[src/design/err_resp_pkg.sv]
// ------------------------------------------------
// Widths, CSR map and encodings shared by the
// DECERR target RTL and its testbench
// ------------------------------------------------
package err_resp_pkg;
    // AXI3 field widths
    localparam int ID_W    = 4;
    localparam int ADDR_W  = 32;
    localparam int DATA_W  = 32;
    localparam int LEN_W   = 4;
    localparam int SIZE_W  = 3;
    localparam int BURST_W = 2;
    localparam int PROT_W  = 3;
    localparam int RESP_W  = 2;
    localparam logic [RESP_W-1:0] RESP_DECERR = 2'b11;

    // Per-direction error log
    localparam int LOG_DEPTH = 4;
    localparam int LOG_PTR_W = $clog2(LOG_DEPTH);

    // CSR word offsets
    localparam int CSR_ADDR_W = 12;
    localparam logic [CSR_ADDR_W-1:0] CSR_INTR_STS = 12'h000;
    localparam logic [CSR_ADDR_W-1:0] CSR_R_INFO   = 12'h100;
    localparam logic [CSR_ADDR_W-1:0] CSR_R_ID     = 12'h104;
    localparam logic [CSR_ADDR_W-1:0] CSR_R_ADDR   = 12'h108;
    localparam logic [CSR_ADDR_W-1:0] CSR_W_INFO   = 12'h190;
    localparam logic [CSR_ADDR_W-1:0] CSR_W_ID     = 12'h194;
    localparam logic [CSR_ADDR_W-1:0] CSR_W_ADDR   = 12'h198;
    localparam logic [CSR_ADDR_W-1:0] CSR_W_WDATA  = 12'h1A0;

    // INFO word layout
    localparam int INFO_VALID     = 0;
    localparam int INFO_PROT_LSB  = 1;
    localparam int INFO_SIZE_LSB  = 4;
    localparam int INFO_LEN_LSB   = 7;
    localparam int INFO_BURST_LSB = 11;

    // INTR_STS bits
    localparam int INTR_BITS   = 4;
    localparam int INTR_WR     = 0;
    localparam int INTR_RD     = 1;
    localparam int INTR_WR_OVF = 2;
    localparam int INTR_RD_OVF = 3;

    // Response FSM states
    localparam int ST_W = 2;
    localparam logic [ST_W-1:0] ST_IDLE = 2'd0;
    localparam logic [ST_W-1:0] ST_DATA = 2'd1;
    localparam logic [ST_W-1:0] ST_RESP = 2'd2;
endpackage

[src/design/err_log_if.sv]
// ------------------------------------------------
// One error log link: channel pushes entries,
// CSR bank pops them and sees the head
// ------------------------------------------------
interface err_log_if import err_resp_pkg::*; ();
    // Push side, driven by the response FSM
    logic               load;
    logic [ID_W-1:0]    id;
    logic [ADDR_W-1:0]  addr;
    logic [LEN_W-1:0]   len;
    logic [SIZE_W-1:0]  size;
    logic [BURST_W-1:0] burst;
    logic [PROT_W-1:0]  prot;
    logic [DATA_W-1:0]  data;

    // Pop side
    logic               unload;
    logic               not_empty;
    logic               overflow;
    logic [ID_W-1:0]    h_id;
    logic [ADDR_W-1:0]  h_addr;
    logic [LEN_W-1:0]   h_len;
    logic [SIZE_W-1:0]  h_size;
    logic [BURST_W-1:0] h_burst;
    logic [PROT_W-1:0]  h_prot;
    logic [DATA_W-1:0]  h_data;

    modport channel (output load, id, addr, len, size, burst, prot, data);

    modport log (
        input  load, id, addr, len, size, burst, prot, data, unload,
        output not_empty, overflow, h_id, h_addr, h_len, h_size, h_burst, h_prot, h_data
    );

    modport csr (
        input  load, not_empty, overflow, h_id, h_addr, h_len, h_size, h_burst, h_prot,
        input  h_data,
        output unload
    );
endinterface

[src/design/burst_beat_counter.sv]
// ------------------------------------------------
// Read burst beat counter, flags the final R beat
// ------------------------------------------------
module burst_beat_counter import err_resp_pkg::*; (
    input  logic             aclk,
    input  logic             aresetn,
    input  logic             i_load,
    input  logic [LEN_W-1:0] i_len,
    input  logic             i_step,
    output logic             o_last
);
    logic [LEN_W-1:0] count;
    logic             active;

    always_ff @(posedge aclk or negedge aresetn) begin
        if (!aresetn) begin
            count  <= '0;
            active <= 1'b0;
        end else if (i_load) begin
            // Beats left after the current one
            count  <= i_len;
            active <= 1'b1;
        end else if (i_step) begin
            if (count == '0) begin
                active <= 1'b0;
            end else begin
                count <= count - 1'b1;
            end
        end
    end

    assign o_last = active && (count == '0);

    // No R transfer outside a burst
    a_step_in_burst: assert property (@(posedge aclk) disable iff (!aresetn)
        i_step && !i_load |-> active);

endmodule

[src/design/axi_err_resp_fsm.sv]
// ------------------------------------------------
// One AXI direction of the DECERR target.
// IS_READ=0 runs AW/W/B, IS_READ=1 runs AR/R
// ------------------------------------------------
module axi_err_resp_fsm import err_resp_pkg::*; #(
    parameter bit IS_READ = 1'b0
) (
    input  logic               aclk,
    input  logic               aresetn,
    input  logic               i_a_valid,
    input  logic [ID_W-1:0]    i_a_id,
    input  logic [ADDR_W-1:0]  i_a_addr,
    input  logic [LEN_W-1:0]   i_a_len,
    input  logic [SIZE_W-1:0]  i_a_size,
    input  logic [BURST_W-1:0] i_a_burst,
    input  logic [PROT_W-1:0]  i_a_prot,
    input  logic               i_w_valid,
    input  logic [DATA_W-1:0]  i_w_data,
    input  logic               i_w_last,
    input  logic               i_o_ready,
    output logic               o_a_ready,
    output logic               o_w_ready,
    output logic               o_o_valid,
    output logic [ID_W-1:0]    o_o_id,
    output logic               o_o_last,
    output logic [RESP_W-1:0]  o_o_resp,
    err_log_if.channel         log
);
    logic [ST_W-1:0] state;
    logic            a_fire;
    logic            w_last_fire;
    logic            o_fire;

    assign a_fire      = i_a_valid & o_a_ready;
    assign w_last_fire = i_w_valid & o_w_ready & i_w_last;
    assign o_fire      = o_o_valid & i_o_ready;

    // Every transaction ends in DECERR
    assign o_o_resp = RESP_DECERR;

    // ------------------------------------------------
    // Handshake FSM
    // ------------------------------------------------
    always_ff @(posedge aclk or negedge aresetn) begin
        if (!aresetn) begin
            state     <= ST_IDLE;
            o_a_ready <= 1'b0;
            o_w_ready <= 1'b0;
            o_o_valid <= 1'b0;
        end else begin
            case (state)
                ST_IDLE: begin
                    if (a_fire) begin
                        o_a_ready <= 1'b0;
                        // Reads answer right away, writes wait for data
                        o_w_ready <= !IS_READ;
                        o_o_valid <= IS_READ;
                        state     <= IS_READ ? ST_RESP : ST_DATA;
                    end else begin
                        // Raised on the first edge out of reset
                        o_a_ready <= 1'b1;
                    end
                end
                ST_DATA: begin
                    if (w_last_fire) begin
                        o_w_ready <= 1'b0;
                        o_o_valid <= 1'b1;
                        state     <= ST_RESP;
                    end
                end
                ST_RESP: begin
                    // Single B beat, or final R beat
                    if (o_fire && o_o_last) begin
                        o_o_valid <= 1'b0;
                        o_a_ready <= 1'b1;
                        state     <= ST_IDLE;
                    end
                end
                default: state <= ST_IDLE;
            endcase
        end
    end

    // Response id
    always_ff @(posedge aclk) begin
        if (a_fire) begin
            o_o_id <= i_a_id;
        end
    end

    // ------------------------------------------------
    // Log push
    // ------------------------------------------------
    if (IS_READ) begin : g_read
        // Attributes straight off AR, logged on its transfer
        assign log.load  = a_fire;
        assign log.id    = i_a_id;
        assign log.addr  = i_a_addr;
        assign log.len   = i_a_len;
        assign log.size  = i_a_size;
        assign log.burst = i_a_burst;
        assign log.prot  = i_a_prot;

        // Beat count gives rlast
        burst_beat_counter beat_cnt_i (
            .aclk    (aclk),
            .aresetn (aresetn),
            .i_load  (a_fire),
            .i_len   (i_a_len),
            .i_step  (o_fire),
            .o_last  (o_o_last)
        );
    end else begin : g_write
        logic [ADDR_W-1:0]  addr_q;
        logic [LEN_W-1:0]   len_q;
        logic [SIZE_W-1:0]  size_q;
        logic [BURST_W-1:0] burst_q;
        logic [PROT_W-1:0]  prot_q;

        // AW attributes held until wlast
        always_ff @(posedge aclk) begin
            if (a_fire) begin
                addr_q  <= i_a_addr;
                len_q   <= i_a_len;
                size_q  <= i_a_size;
                burst_q <= i_a_burst;
                prot_q  <= i_a_prot;
            end
        end

        assign log.load  = w_last_fire;
        assign log.id    = o_o_id;
        assign log.addr  = addr_q;
        assign log.len   = len_q;
        assign log.size  = size_q;
        assign log.burst = burst_q;
        assign log.prot  = prot_q;
        // Last beat's data
        assign log.data  = i_w_data;

        // B is one beat
        assign o_o_last = o_o_valid;
    end

    // Stalled response must hold
    a_resp_stable: assert property (@(posedge aclk) disable iff (!aresetn)
        o_o_valid && !i_o_ready |=>
            o_o_valid && $stable(o_o_id) && $stable(o_o_last) && $stable(o_o_resp));

    a_last_valid: assert property (@(posedge aclk) disable iff (!aresetn)
        o_o_last |-> o_o_valid);

endmodule

[src/design/err_log_fifo.sv]
// ------------------------------------------------
// Log of rejected transactions, LOG_DEPTH deep.
// Head entry visible without a pop
// ------------------------------------------------
module err_log_fifo import err_resp_pkg::*; #(
    parameter bit STORE_DATA = 1'b1
) (
    input  logic  aclk,
    input  logic  aresetn,
    err_log_if.log log
);
    logic [ID_W-1:0]    mem_id    [LOG_DEPTH];
    logic [ADDR_W-1:0]  mem_addr  [LOG_DEPTH];
    logic [LEN_W-1:0]   mem_len   [LOG_DEPTH];
    logic [SIZE_W-1:0]  mem_size  [LOG_DEPTH];
    logic [BURST_W-1:0] mem_burst [LOG_DEPTH];
    logic [PROT_W-1:0]  mem_prot  [LOG_DEPTH];
    logic [LOG_PTR_W-1:0] wr_ptr;
    logic [LOG_PTR_W-1:0] rd_ptr;
    logic [LOG_PTR_W:0]   count;
    logic                 full;
    logic                 push;
    logic                 pop;

    assign full = (count == (LOG_PTR_W+1)'(LOG_DEPTH));
    // Loads into a full log are dropped
    assign push = log.load & ~full;
    assign pop  = log.unload & log.not_empty;

    assign log.not_empty = (count != '0);
    assign log.overflow  = log.load & full;

    always_ff @(posedge aclk or negedge aresetn) begin
        if (!aresetn) begin
            wr_ptr <= '0;
            rd_ptr <= '0;
            count  <= '0;
        end else begin
            if (push) begin
                wr_ptr <= wr_ptr + 1'b1;
            end
            if (pop) begin
                rd_ptr <= rd_ptr + 1'b1;
            end
            case ({push, pop})
                2'b10:   count <= count + 1'b1;
                2'b01:   count <= count - 1'b1;
                default: count <= count;
            endcase
        end
    end

    always_ff @(posedge aclk) begin
        if (push) begin
            mem_id[wr_ptr]    <= log.id;
            mem_addr[wr_ptr]  <= log.addr;
            mem_len[wr_ptr]   <= log.len;
            mem_size[wr_ptr]  <= log.size;
            mem_burst[wr_ptr] <= log.burst;
            mem_prot[wr_ptr]  <= log.prot;
        end
    end

    // Head entry
    assign log.h_id    = mem_id[rd_ptr];
    assign log.h_addr  = mem_addr[rd_ptr];
    assign log.h_len   = mem_len[rd_ptr];
    assign log.h_size  = mem_size[rd_ptr];
    assign log.h_burst = mem_burst[rd_ptr];
    assign log.h_prot  = mem_prot[rd_ptr];

    // Write log also keeps the last data beat
    if (STORE_DATA) begin : g_data
        logic [DATA_W-1:0] mem_data [LOG_DEPTH];

        always_ff @(posedge aclk) begin
            if (push) begin
                mem_data[wr_ptr] <= log.data;
            end
        end

        assign log.h_data = mem_data[rd_ptr];
    end

    a_count_bound: assert property (@(posedge aclk) disable iff (!aresetn)
        count <= (LOG_PTR_W+1)'(LOG_DEPTH));

endmodule

[src/design/err_csr_bank.sv]
// ------------------------------------------------
// CSR port of the DECERR target: log readout,
// pop on last word, sticky W1C status and irq
// ------------------------------------------------
module err_csr_bank import err_resp_pkg::*; (
    input  logic                  aclk,
    input  logic                  aresetn,
    input  logic [CSR_ADDR_W-1:0] i_address,
    input  logic                  i_write,
    input  logic                  i_read,
    input  logic [DATA_W-1:0]     i_writedata,
    output logic [DATA_W-1:0]     o_readdata,
    output logic                  o_irq,
    err_log_if.csr                rd_log,
    err_log_if.csr                wr_log
);
    logic [INTR_BITS-1:0] sts;
    logic [INTR_BITS-1:0] sts_set;
    logic [INTR_BITS-1:0] sts_clr;
    logic [INTR_BITS-1:0] sts_nxt;
    logic [DATA_W-1:0]    rd_word;

    // INFO word, all zero once the log is empty
    function automatic logic [DATA_W-1:0] info_word(
        input logic               valid,
        input logic [PROT_W-1:0]  prot,
        input logic [SIZE_W-1:0]  size,
        input logic [LEN_W-1:0]   len,
        input logic [BURST_W-1:0] burst
    );
        logic [DATA_W-1:0] w;
        w = '0;
        if (valid) begin
            w[INFO_VALID]                  = 1'b1;
            w[INFO_PROT_LSB +: PROT_W]     = prot;
            w[INFO_SIZE_LSB +: SIZE_W]     = size;
            w[INFO_LEN_LSB +: LEN_W]       = len;
            w[INFO_BURST_LSB +: BURST_W]   = burst;
        end
        return w;
    endfunction

    // ------------------------------------------------
    // Read decode
    // ------------------------------------------------
    always_comb begin
        rd_word = '0;
        case (i_address)
            CSR_INTR_STS: rd_word[INTR_BITS-1:0] = sts;
            CSR_R_INFO: rd_word = info_word(rd_log.not_empty, rd_log.h_prot,
                                            rd_log.h_size, rd_log.h_len, rd_log.h_burst);
            CSR_R_ID: if (rd_log.not_empty) rd_word[ID_W-1:0] = rd_log.h_id;
            CSR_R_ADDR: if (rd_log.not_empty) rd_word = rd_log.h_addr;
            CSR_W_INFO: rd_word = info_word(wr_log.not_empty, wr_log.h_prot,
                                            wr_log.h_size, wr_log.h_len, wr_log.h_burst);
            CSR_W_ID: if (wr_log.not_empty) rd_word[ID_W-1:0] = wr_log.h_id;
            CSR_W_ADDR: if (wr_log.not_empty) rd_word = wr_log.h_addr;
            CSR_W_WDATA: if (wr_log.not_empty) rd_word = wr_log.h_data;
            // Unmapped offsets read zero
            default: rd_word = '0;
        endcase
    end

    // Last word of an entry pops it
    assign rd_log.unload = i_read && (i_address == CSR_R_ADDR);
    assign wr_log.unload = i_read && (i_address == CSR_W_WDATA);

    // ------------------------------------------------
    // Interrupt status, set wins over clear
    // ------------------------------------------------
    always_comb begin
        sts_set              = '0;
        sts_set[INTR_WR]     = wr_log.load | wr_log.not_empty;
        sts_set[INTR_RD]     = rd_log.load | rd_log.not_empty;
        sts_set[INTR_WR_OVF] = wr_log.overflow;
        sts_set[INTR_RD_OVF] = rd_log.overflow;
    end

    assign sts_clr = (i_write && (i_address == CSR_INTR_STS)) ?
                     i_writedata[INTR_BITS-1:0] : '0;
    assign sts_nxt = sts_set | (sts & ~sts_clr);

    always_ff @(posedge aclk or negedge aresetn) begin
        if (!aresetn) begin
            sts        <= '0;
            o_irq      <= 1'b0;
            o_readdata <= '0;
        end else begin
            sts   <= sts_nxt;
            o_irq <= |sts_nxt;
            // Held until the next read
            if (i_read) begin
                o_readdata <= rd_word;
            end
        end
    end

    // Irq only rises after a log event
    a_irq_source: assert property (@(posedge aclk) disable iff (!aresetn)
        $rose(o_irq) |-> $past(|sts_set));

endmodule

[src/design/axi_err_slave.sv]
// ------------------------------------------------
// Default AXI target: every access ends in DECERR
// and is logged for readout over the CSR port
// ------------------------------------------------
module axi_err_slave import err_resp_pkg::*; (
    input  logic                  aclk,
    input  logic                  aresetn,
    // Write address
    input  logic [ID_W-1:0]       i_awid,
    input  logic [ADDR_W-1:0]     i_awaddr,
    input  logic [LEN_W-1:0]      i_awlen,
    input  logic [SIZE_W-1:0]     i_awsize,
    input  logic [BURST_W-1:0]    i_awburst,
    input  logic [PROT_W-1:0]     i_awprot,
    input  logic                  i_awvalid,
    output logic                  o_awready,
    // Write data
    input  logic [DATA_W-1:0]     i_wdata,
    input  logic                  i_wlast,
    input  logic                  i_wvalid,
    output logic                  o_wready,
    // Write response
    output logic [ID_W-1:0]       o_bid,
    output logic [RESP_W-1:0]     o_bresp,
    output logic                  o_bvalid,
    input  logic                  i_bready,
    // Read address
    input  logic [ID_W-1:0]       i_arid,
    input  logic [ADDR_W-1:0]     i_araddr,
    input  logic [LEN_W-1:0]      i_arlen,
    input  logic [SIZE_W-1:0]     i_arsize,
    input  logic [BURST_W-1:0]    i_arburst,
    input  logic [PROT_W-1:0]     i_arprot,
    input  logic                  i_arvalid,
    output logic                  o_arready,
    // Read data
    output logic [ID_W-1:0]       o_rid,
    output logic [DATA_W-1:0]     o_rdata,
    output logic [RESP_W-1:0]     o_rresp,
    output logic                  o_rlast,
    output logic                  o_rvalid,
    input  logic                  i_rready,
    // CSR port
    input  logic [CSR_ADDR_W-1:0] i_av_address,
    input  logic                  i_av_write,
    input  logic                  i_av_read,
    input  logic [DATA_W-1:0]     i_av_writedata,
    output logic [DATA_W-1:0]     o_av_readdata,
    output logic                  o_irq
);
    err_log_if rd_log ();
    err_log_if wr_log ();

    // Error reads carry no data
    assign o_rdata = '0;

    axi_err_resp_fsm #(.IS_READ(1'b0)) wr_resp_i (
        .aclk      (aclk),
        .aresetn   (aresetn),
        .i_a_valid (i_awvalid),
        .i_a_id    (i_awid),
        .i_a_addr  (i_awaddr),
        .i_a_len   (i_awlen),
        .i_a_size  (i_awsize),
        .i_a_burst (i_awburst),
        .i_a_prot  (i_awprot),
        .i_w_valid (i_wvalid),
        .i_w_data  (i_wdata),
        .i_w_last  (i_wlast),
        .i_o_ready (i_bready),
        .o_a_ready (o_awready),
        .o_w_ready (o_wready),
        .o_o_valid (o_bvalid),
        .o_o_id    (o_bid),
        .o_o_last  (),
        .o_o_resp  (o_bresp),
        .log       (wr_log)
    );

    // No W channel on the read side
    axi_err_resp_fsm #(.IS_READ(1'b1)) rd_resp_i (
        .aclk      (aclk),
        .aresetn   (aresetn),
        .i_a_valid (i_arvalid),
        .i_a_id    (i_arid),
        .i_a_addr  (i_araddr),
        .i_a_len   (i_arlen),
        .i_a_size  (i_arsize),
        .i_a_burst (i_arburst),
        .i_a_prot  (i_arprot),
        .i_w_valid (1'b0),
        .i_w_data  ('0),
        .i_w_last  (1'b0),
        .i_o_ready (i_rready),
        .o_a_ready (o_arready),
        .o_w_ready (),
        .o_o_valid (o_rvalid),
        .o_o_id    (o_rid),
        .o_o_last  (o_rlast),
        .o_o_resp  (o_rresp),
        .log       (rd_log)
    );

    err_log_fifo #(.STORE_DATA(1'b1)) wr_log_i (
        .aclk    (aclk),
        .aresetn (aresetn),
        .log     (wr_log)
    );

    err_log_fifo #(.STORE_DATA(1'b0)) rd_log_i (
        .aclk    (aclk),
        .aresetn (aresetn),
        .log     (rd_log)
    );

    err_csr_bank csr_i (
        .aclk        (aclk),
        .aresetn     (aresetn),
        .i_address   (i_av_address),
        .i_write     (i_av_write),
        .i_read      (i_av_read),
        .i_writedata (i_av_writedata),
        .o_readdata  (o_av_readdata),
        .o_irq       (o_irq),
        .rd_log      (rd_log),
        .wr_log      (wr_log)
    );

endmodule

[config.mk]
export PLATFORM = sky130hd
export DESIGN_NAME = axi_err_slave
export DESIGN_NICKNAME = d
export VERILOG_FILES = /design/src/design/err_resp_pkg.sv /design/src/design/err_log_if.sv /design/src/design/burst_beat_counter.sv /design/src/design/axi_err_resp_fsm.sv /design/src/design/err_log_fifo.sv /design/src/design/err_csr_bank.sv /design/src/design/axi_err_slave.sv
export SDC_FILE = /design/constraint.sdc
export NUM_CORES = 1
export LEC_CHECK = 0
export ABC_AREA = 1
export BUFFER_PORTS_ARGS = -buffer_cell sky130_fd_sc_hd__buf_2
export CORE_MARGIN = 1.5
export CORE_UTILIZATION = 55
export DETAILED_ROUTE_END_ITERATION = 10
export PLACE_DENSITY = 0.75
export SLEW_MARGIN = 20
export SYNTH_ARGS = -nofsm -noshare
export SYNTH_HDL_FRONTEND = slang
export SYNTH_SLANG_ARGS = --single-unit
[constraint.sdc]
create_clock -name aclk -period 5.7 [get_ports aclk]
set_input_delay 0.57 -clock aclk [delete_from_list [all_inputs] [get_ports aclk]]
set_output_delay 0.57 -clock aclk [all_outputs]
set_load 0.02 [all_outputs]
Word-level counts from Yosys, hierarchy flattened
Memories as Yosys holds them, arrays and structs flattened. Cells that the tools add are included.

Bits in registers: 117. RAM bits: 512. Bits of input ports: 182. Output and inout bits: 83. Logic and storage cells: 165. Memories: 13.

Add/subtract/negate cells: 9. Eq/ne operators: 23. Multiplexer cells: 45. Bitwise logic cells: 20. Reduce and logical (&&, ||, !) cells: 30.

Memory list: rd_log_i.mem_addr (words 4, bits a word 32, read ports 1, clocked after memory_dff 0, write ports 1, line err_log_fifo.sv:13) `logic [ADDR_W-1:0] mem_addr [LOG_DEPTH];`; wr_log_i.g_data.mem_data (words 4, bits a word 32, read ports 1, clocked after memory_dff 0, write ports 1, line err_log_fifo.sv:74) `logic [DATA_W-1:0] mem_data [LOG_DEPTH];`; wr_log_i.mem_addr (words 4, bits a word 32, read ports 1, clocked after memory_dff 0, write ports 1, line err_log_fifo.sv:13); rd_log_i.mem_id (words 4, bits a word 4, read ports 1, clocked after memory_dff 0, write ports 1, line err_log_fifo.sv:12) `logic [ID_W-1:0] mem_id [LOG_DEPTH];`; rd_log_i.mem_len (words 4, bits a word 4, read ports 1, clocked after memory_dff 0, write ports 1, line err_log_fifo.sv:14) `logic [LEN_W-1:0] mem_len [LOG_DEPTH];`; wr_log_i.mem_id (words 4, bits a word 4, read ports 1, clocked after memory_dff 0, write ports 1, line err_log_fifo.sv:12); +7 memories.

Operators by type and width (number): 28-bit one-hot mux with 5 select lines (1); 32-bit two-way mux (3); 12-bit by 9-bit equality test with 1-bit output (second input constant) (7); 4-bit one-hot mux with 8 select lines (1); 13-bit two-way mux (2); 4-bit two-way mux (6); 1-bit two-way mux (18); 2-bit nonzero test (7); 1-bit AND (12); 12-bit logical NOT (1); 2-bit by 1-bit != test with 1-bit output (second input constant) (6); 2-bit one-hot mux with 3 select lines (2); 3-bit one-hot mux with 2 select lines (2); 3-bit AND reduction (4); 2-bit two-way mux (5); 3-bit nonzero test (3); 2-bit by 1-bit adder with 2-bit output (second input constant) (4); 2-bit by 1-bit equality test with 1-bit output (second input constant) (4); 2-bit equality test (second input constant) (4); 1-bit one-hot mux with 2 select lines (4); 2-bit AND reduction (4); 3-bit by 1-bit adder with 3-bit output (second input constant) (2); 3-bit equality test (second input constant) (2); 1-bit logical AND (6); other kinds (12) (17).

Longest topological paths before layout
Depth after elaboration: 7. Depth in mapped cells: 14.

Hierarchy
From an unflattened synthesis, not the netlist that was laid out.

Cell total of the unflattened synthesis: 2529. Area, all modules: 28332.2 um^2.

Modules (own cells, without submodules): err_log_fifo at wr_log_i (times used 1, cells an instance 994, area each 13216.4 um^2, sequential area each 9784.4 um^2); err_log_fifo at rd_log_i (times used 1, cells an instance 655, area each 8376.8 um^2, sequential area each 5940.7 um^2); err_csr_bank (times used 1, cells an instance 579, area each 3342.0 um^2, sequential area each 925.9 um^2); axi_err_resp_fsm at wr_resp_i (times used 1, cells an instance 117, area each 1985.7 um^2, sequential area each 1566.5 um^2); axi_err_resp_fsm at rd_resp_i (times used 1, cells an instance 103, area each 848.3 um^2, sequential area each 170.2 um^2); burst_beat_counter (times used 1, cells an instance 48, area each 319.1 um^2, sequential area each 125.1 um^2); axi_err_slave (times used 1, cells an instance 33, area each 244.0 um^2, sequential area each 0.0 um^2).

Worst setup path after synthesis
Ideal clock, no wire load.

Path type: in2reg. Start: input i_wlast. End: memory wr_log_i.g_data.mem_data[0][0] (enable). Library setup time: 0.519 ns. Data arrival time: 4.301 ns. Required time: 5.181 ns. Path slack: 0.880 ns. Stages: 4. Path through: nand3_1 inv_1 nand2_1 nor2_1.

Word-level cells in the longest chain between the ends: 4.

Ends and longest elaborated chain: from (decl) (line axi_err_slave.sv:19) `input logic i_wlast,`; 1-bit AND (line axi_err_resp_fsm.sv:35) `assign w_last_fire = i_w_valid & o_w_ready & i_w_last;`; 1-bit AND (line err_log_fifo.sv:27) `assign push = log.load & ~full;`; 1-bit two-way mux (line err_log_fifo.sv:77) `if (push) begin`; 1-bit two-way mux (implied by the code) (line err_log_fifo.sv:78) `mem_data[wr_ptr] <= log.data;`; to (decl) (line err_log_fifo.sv:74).

No other way between the ends.

Final worst setup path
Start: register wr_log_i.rd_ptr[1]. End: register csr_i.o_readdata[12].

Word-level cells in the longest chain between the ends: 3.

Ends and longest elaborated chain: from (decl) (line err_log_fifo.sv:19) `logic [LOG_PTR_W-1:0] rd_ptr;`; from (signal assigned) (line err_log_fifo.sv:43) `rd_ptr <= rd_ptr + 1'b1;`; memory read 4 x 32 bit, or another cell as far along; 32-bit two-way mux, or another cell as far along (line err_csr_bank.sv:58) `CSR_W_WDATA: if (wr_log.not_empty) rd_word = wr_log.h_data;`; 28-bit one-hot mux with 5 select lines (*) (line err_csr_bank.sv:48) `case (i_address)`; to (signal assigned) (line err_csr_bank.sv:93) `o_readdata <= rd_word;`; to (decl) (line err_csr_bank.sv:12) `output logic [DATA_W-1:0] o_readdata,`.

Mark *: on every way between the ends. The rest lies on a longest branch, timed or not. A chain may end at the register's enable or synchronous reset.

==> impl_metrics.csv <==
group,metric,value,unit
critical_path,critical-path-max-stage-delay,1.03,ns
synth,ys_types,41,
grt,grt.total_usage,24.47,%
sta,timing.hold.ws,0.1187,ns
final_layout,multi_input_area,0.005813,mm^2
hold_path,hold_class,"in2async",
sta,hold_viol_final,0,
cts,clk_path_buf_depth,3,
place,hpwl,35750,um
final_layout,nets,2486,
synth,synth_cells,2104,
grt,use_met3,3.577,%
critical_path,worstSetupStartpointType,"register",
place,gp_congestion,0.8214,
floorplanning,coreArea,0.04548,mm^2
synth,yosysWarnings,0,
sta,min_period_over_period,59.78,%
grt,busiest_layer,"met2",
cts,post_cts_resized,0,
power_and_ir_drop,power.leakage,11.01,nW
sta,worst_slack,2.293,ns
grt,grt_pass1_vias,15730,
critical_path,cp_slowest_cell,"dfrtp_4",
final_layout,area_delta_synth_final,12.86,%
cts,h-tree-depth,2,
cts,cts_hold_buffers,0,
grt,use_met1,34.07,%
synth,yosys.area.top_type,"edfxtp_1",
synth,ys_ff_latch,627,
detailed_routing,routedWlPerCell,19.73,um
sta,rsz0062_at_grt,"no",
cts,clockRootBuffer,"clkbuf_16",
place,io_buffer_count,200,
sta,period_needed,3.407,ns
sta,fin_tns_setup,0,ns
final_layout,nFillCells,3397,
critical_path,cp_max_fo,74,
synth,netlist_top_cells_count,"edfxtp_1, nand2_1, nor2_1",
synth,async_reset_ff_share,10.05,%
status,status,"complete, no violations",
grt,grt_pass1_wl,88300,um
floorplanning,num_rows,78,
power_and_ir_drop,ir_drop,0.3007,mV
detailed_routing,drcViolationCount,0,
grt,grt_max_degree,122,
critical_path,critPathKind,"reg2reg",
synth,synth_most_common_cell,"edfxtp_1",
floorplanning,die_w,218.1,um
cts,cts_num_sinks,627,
grt,grt_use_met2,39.33,%
synth,ys.flop_type,"edfxtp_1",
final_layout,ff_latch_area,0.01852,mm^2
cts,insertion_delay,0.62,ns
detailed_routing,drt_iter0_drc,1834,
sta,worst_pin_slew,0.9876,ns
critical_path,critPathMostFrequentCell,"nand2_1",
synth,yosysSeqAreaShare,72.72,%
power_and_ir_drop,power_density,376.5,mW/mm^2
grt,antenna_found_initial,8,
synth,synth_edf_count,564,
critical_path,crit_chain,"clkinv_2, buf_4, nor2_1, o21ai_0, nand2_1, nand2_1, nand3_1, nand2_1, a21oi_1",
floorplanning,die_h,218.1,um
grt,grt_overflow,0,
critical_path,arrival,3.96,ns
detailed_routing,avgViaCountPerCell,5.525,
run,maxCapViolCount,0,
critical_path,required,6.25,ns
power_and_ir_drop,p_total,0.01082,W
cts,postCtsSetupBuffers,0,
synth,syn_area_per_cell,12.10,um^2
place,dp_slack,2.279,ns
detailed_routing,final_antenna_net_count,0,
detailed_routing,wirelength,58120,um
synth,mappedNetlistArea,0.02546,mm^2
sta,max-slew-margin-rel,34.07,%
detailed_routing,firstDrtPassIters,5,
critical_path,worstSetupEndpointType,"register",
cts,cts_tree,"done",
sta,skew,0.01621,ns
floorplanning,io_pins,265,
final_layout,drive_gt1_share,15.56,%
sta,slew_viol_final,0,
floorplanning,initial_core_util,55.98,%
sta,fmax,293.5,MHz
cts,cts_buffers,60,
sta,finalSetupViolations,0,
floorplanning,die_area,0.04759,mm^2
synth,synth.area.top_cells,"edfxtp_1, dfrtp_1, nand2_1, nor2_1, o21ai_0",
detailed_routing,via_count,16280,
synth,yosysTopAreaCellShare,66.53,%
cts,path_clk_slew,0.06,ns
==> layout make-up <==
cell class | count | area share, %
Antenna cell | 7 | 0.06097
Clock buffer | 90 | 6.036
Clock inverter | 21 | 0.6141
Inverter | 143 | 1.899
Multi-Input combinational cell | 1237 | 20.23
Sequential cell | 627 | 64.47
Tap cell | 600 | 2.613
Timing Repair Buffer | 221 | 4.076
==> where the power goes <==
| group | internal, W | switching [W] |
|---|---|---|
| Combinational | 0.000289 | 0.000831 |
| Sequential | 0.00567 | 0.000210 |
| Clock | 0.00219 | 0.00163 |
==> kinds of logic (layout without fill, tap and decap cells) <==
kind of cell,count (synthesis),in the layout,share of synthesized area [%]
other cells,2,43,0.02950
fa+ha+maj,14,14,0.7471
flops,627,627,72.72
simple gates,854,854,14.26
buf+inv,274,475,5.180
xor+xnor,10,10,0.3440
compound gates,323,323,6.719
==> final timing paths <==
| path | slack [ns] | cells past startpoint | endpoint | startpoint |
|---|---|---|---|---|
| max | 2.29 | 9 | csr_i.o_readdata[12] | wr_log_i.rd_ptr[1] |
| min | 0.12 | 2 | wr_resp_i.o_a_ready | aresetn |
| max reg2reg | 2.29 | 9 | csr_i.o_readdata[12] | wr_log_i.rd_ptr[1] |
| min reg2reg | 0.48 | 1 | rd_log_i.count[0] | rd_log_i.count[0] |
| max in group asynchronous | 4.85 | 2 | wr_log_i.rd_ptr[1] | aresetn |
| min in group aclk | 0.12 | 1 | wr_resp_i.log.addr[17] | i_awaddr[17] |
==> through the flow <==
step / instance area, um^2 / cells / utilization [%]
after floorplan: 25580 / 2138 / -
after global placement: 26780 / 2827 / 58.88
after detailed placement: 26780 / 2827 / 58.88
after CTS: 28690 / 2938 / 63.08
after global routing: 28720 / 2943 / 63.16
final: 28730 / 2946 / 63.17
==> registers in the layout, summed over array words and instances, names as in the netlist, 4 cells and up <==
| signal | flops |
|---|---|
| csr_i.o_readdata | 32 |
| csr_i.sts | 4 |
| rd_log_i.mem_addr | 128 |
| rd_log_i.mem_burst | 8 |
| rd_log_i.mem_id | 16 |
| rd_log_i.mem_len | 16 |
| rd_log_i.mem_prot | 12 |
| rd_log_i.mem_size | 12 |
| rd_resp_i.g_read.beat_cnt_i.count | 4 |
| rd_resp_i.o_o_id | 4 |
| wr_log_i.g_data.mem_data | 128 |
| wr_log_i.mem_addr | 128 |
| wr_log_i.mem_burst | 8 |
| wr_log_i.mem_id | 16 |
| wr_log_i.mem_len | 16 |
| wr_log_i.mem_prot | 12 |
| wr_log_i.mem_size | 12 |
| wr_resp_i.log.addr | 32 |
| wr_resp_i.log.id | 4 |
| wr_resp_i.log.len | 4 |
==> placed cells by master (no fill, tap or decap), types with 3 or more instances in the layout <==
cell	synthesis	layout
edfxtp_1	564	564
nand2_1	381	381
nor2_1	327	319
o21ai_0	228	228
buf_2	42	200
inv_1	132	131
nand3_1	79	79
o22ai_1	65	65
clkbuf_16	0	60
dfrtp_1	63	60
conb_1	2	36
nand4_1	28	28
a21oi_1	20	20
buf_4	50	20
clkbuf_1	32	18
nor2_4	9	17
clkinv_2	2	12
ha_1	12	12
clkbuf_8	0	12
clkinv_1	3	9
diode_2	0	7
nand2_2	6	6
inv_2	5	6
o21ai_1	6	6
xor2_1	6	6
nand2_4	4	4
xnor2_1	4	4
or2_2	4	4
nor2_2	3	3
nor2_8	3	3
nor3_1	3	3
==> per-layer routing <==
layer  vias up  wire [um]
met5         -          0
met2       651      27980
met1      7934      24060
li1       7584          -
met3       108       4294
met4         0       1786
==> worst max-delay path: cells and delay by family, from the launching register on <==
kind | cells | cell delay (ns)
buf+inv | 2 | 1.28
flops | 1 | 1.03
simple gates | 5 | 0.71
compound gates | 2 | 0.28
(Power assumes the default switching activity.)
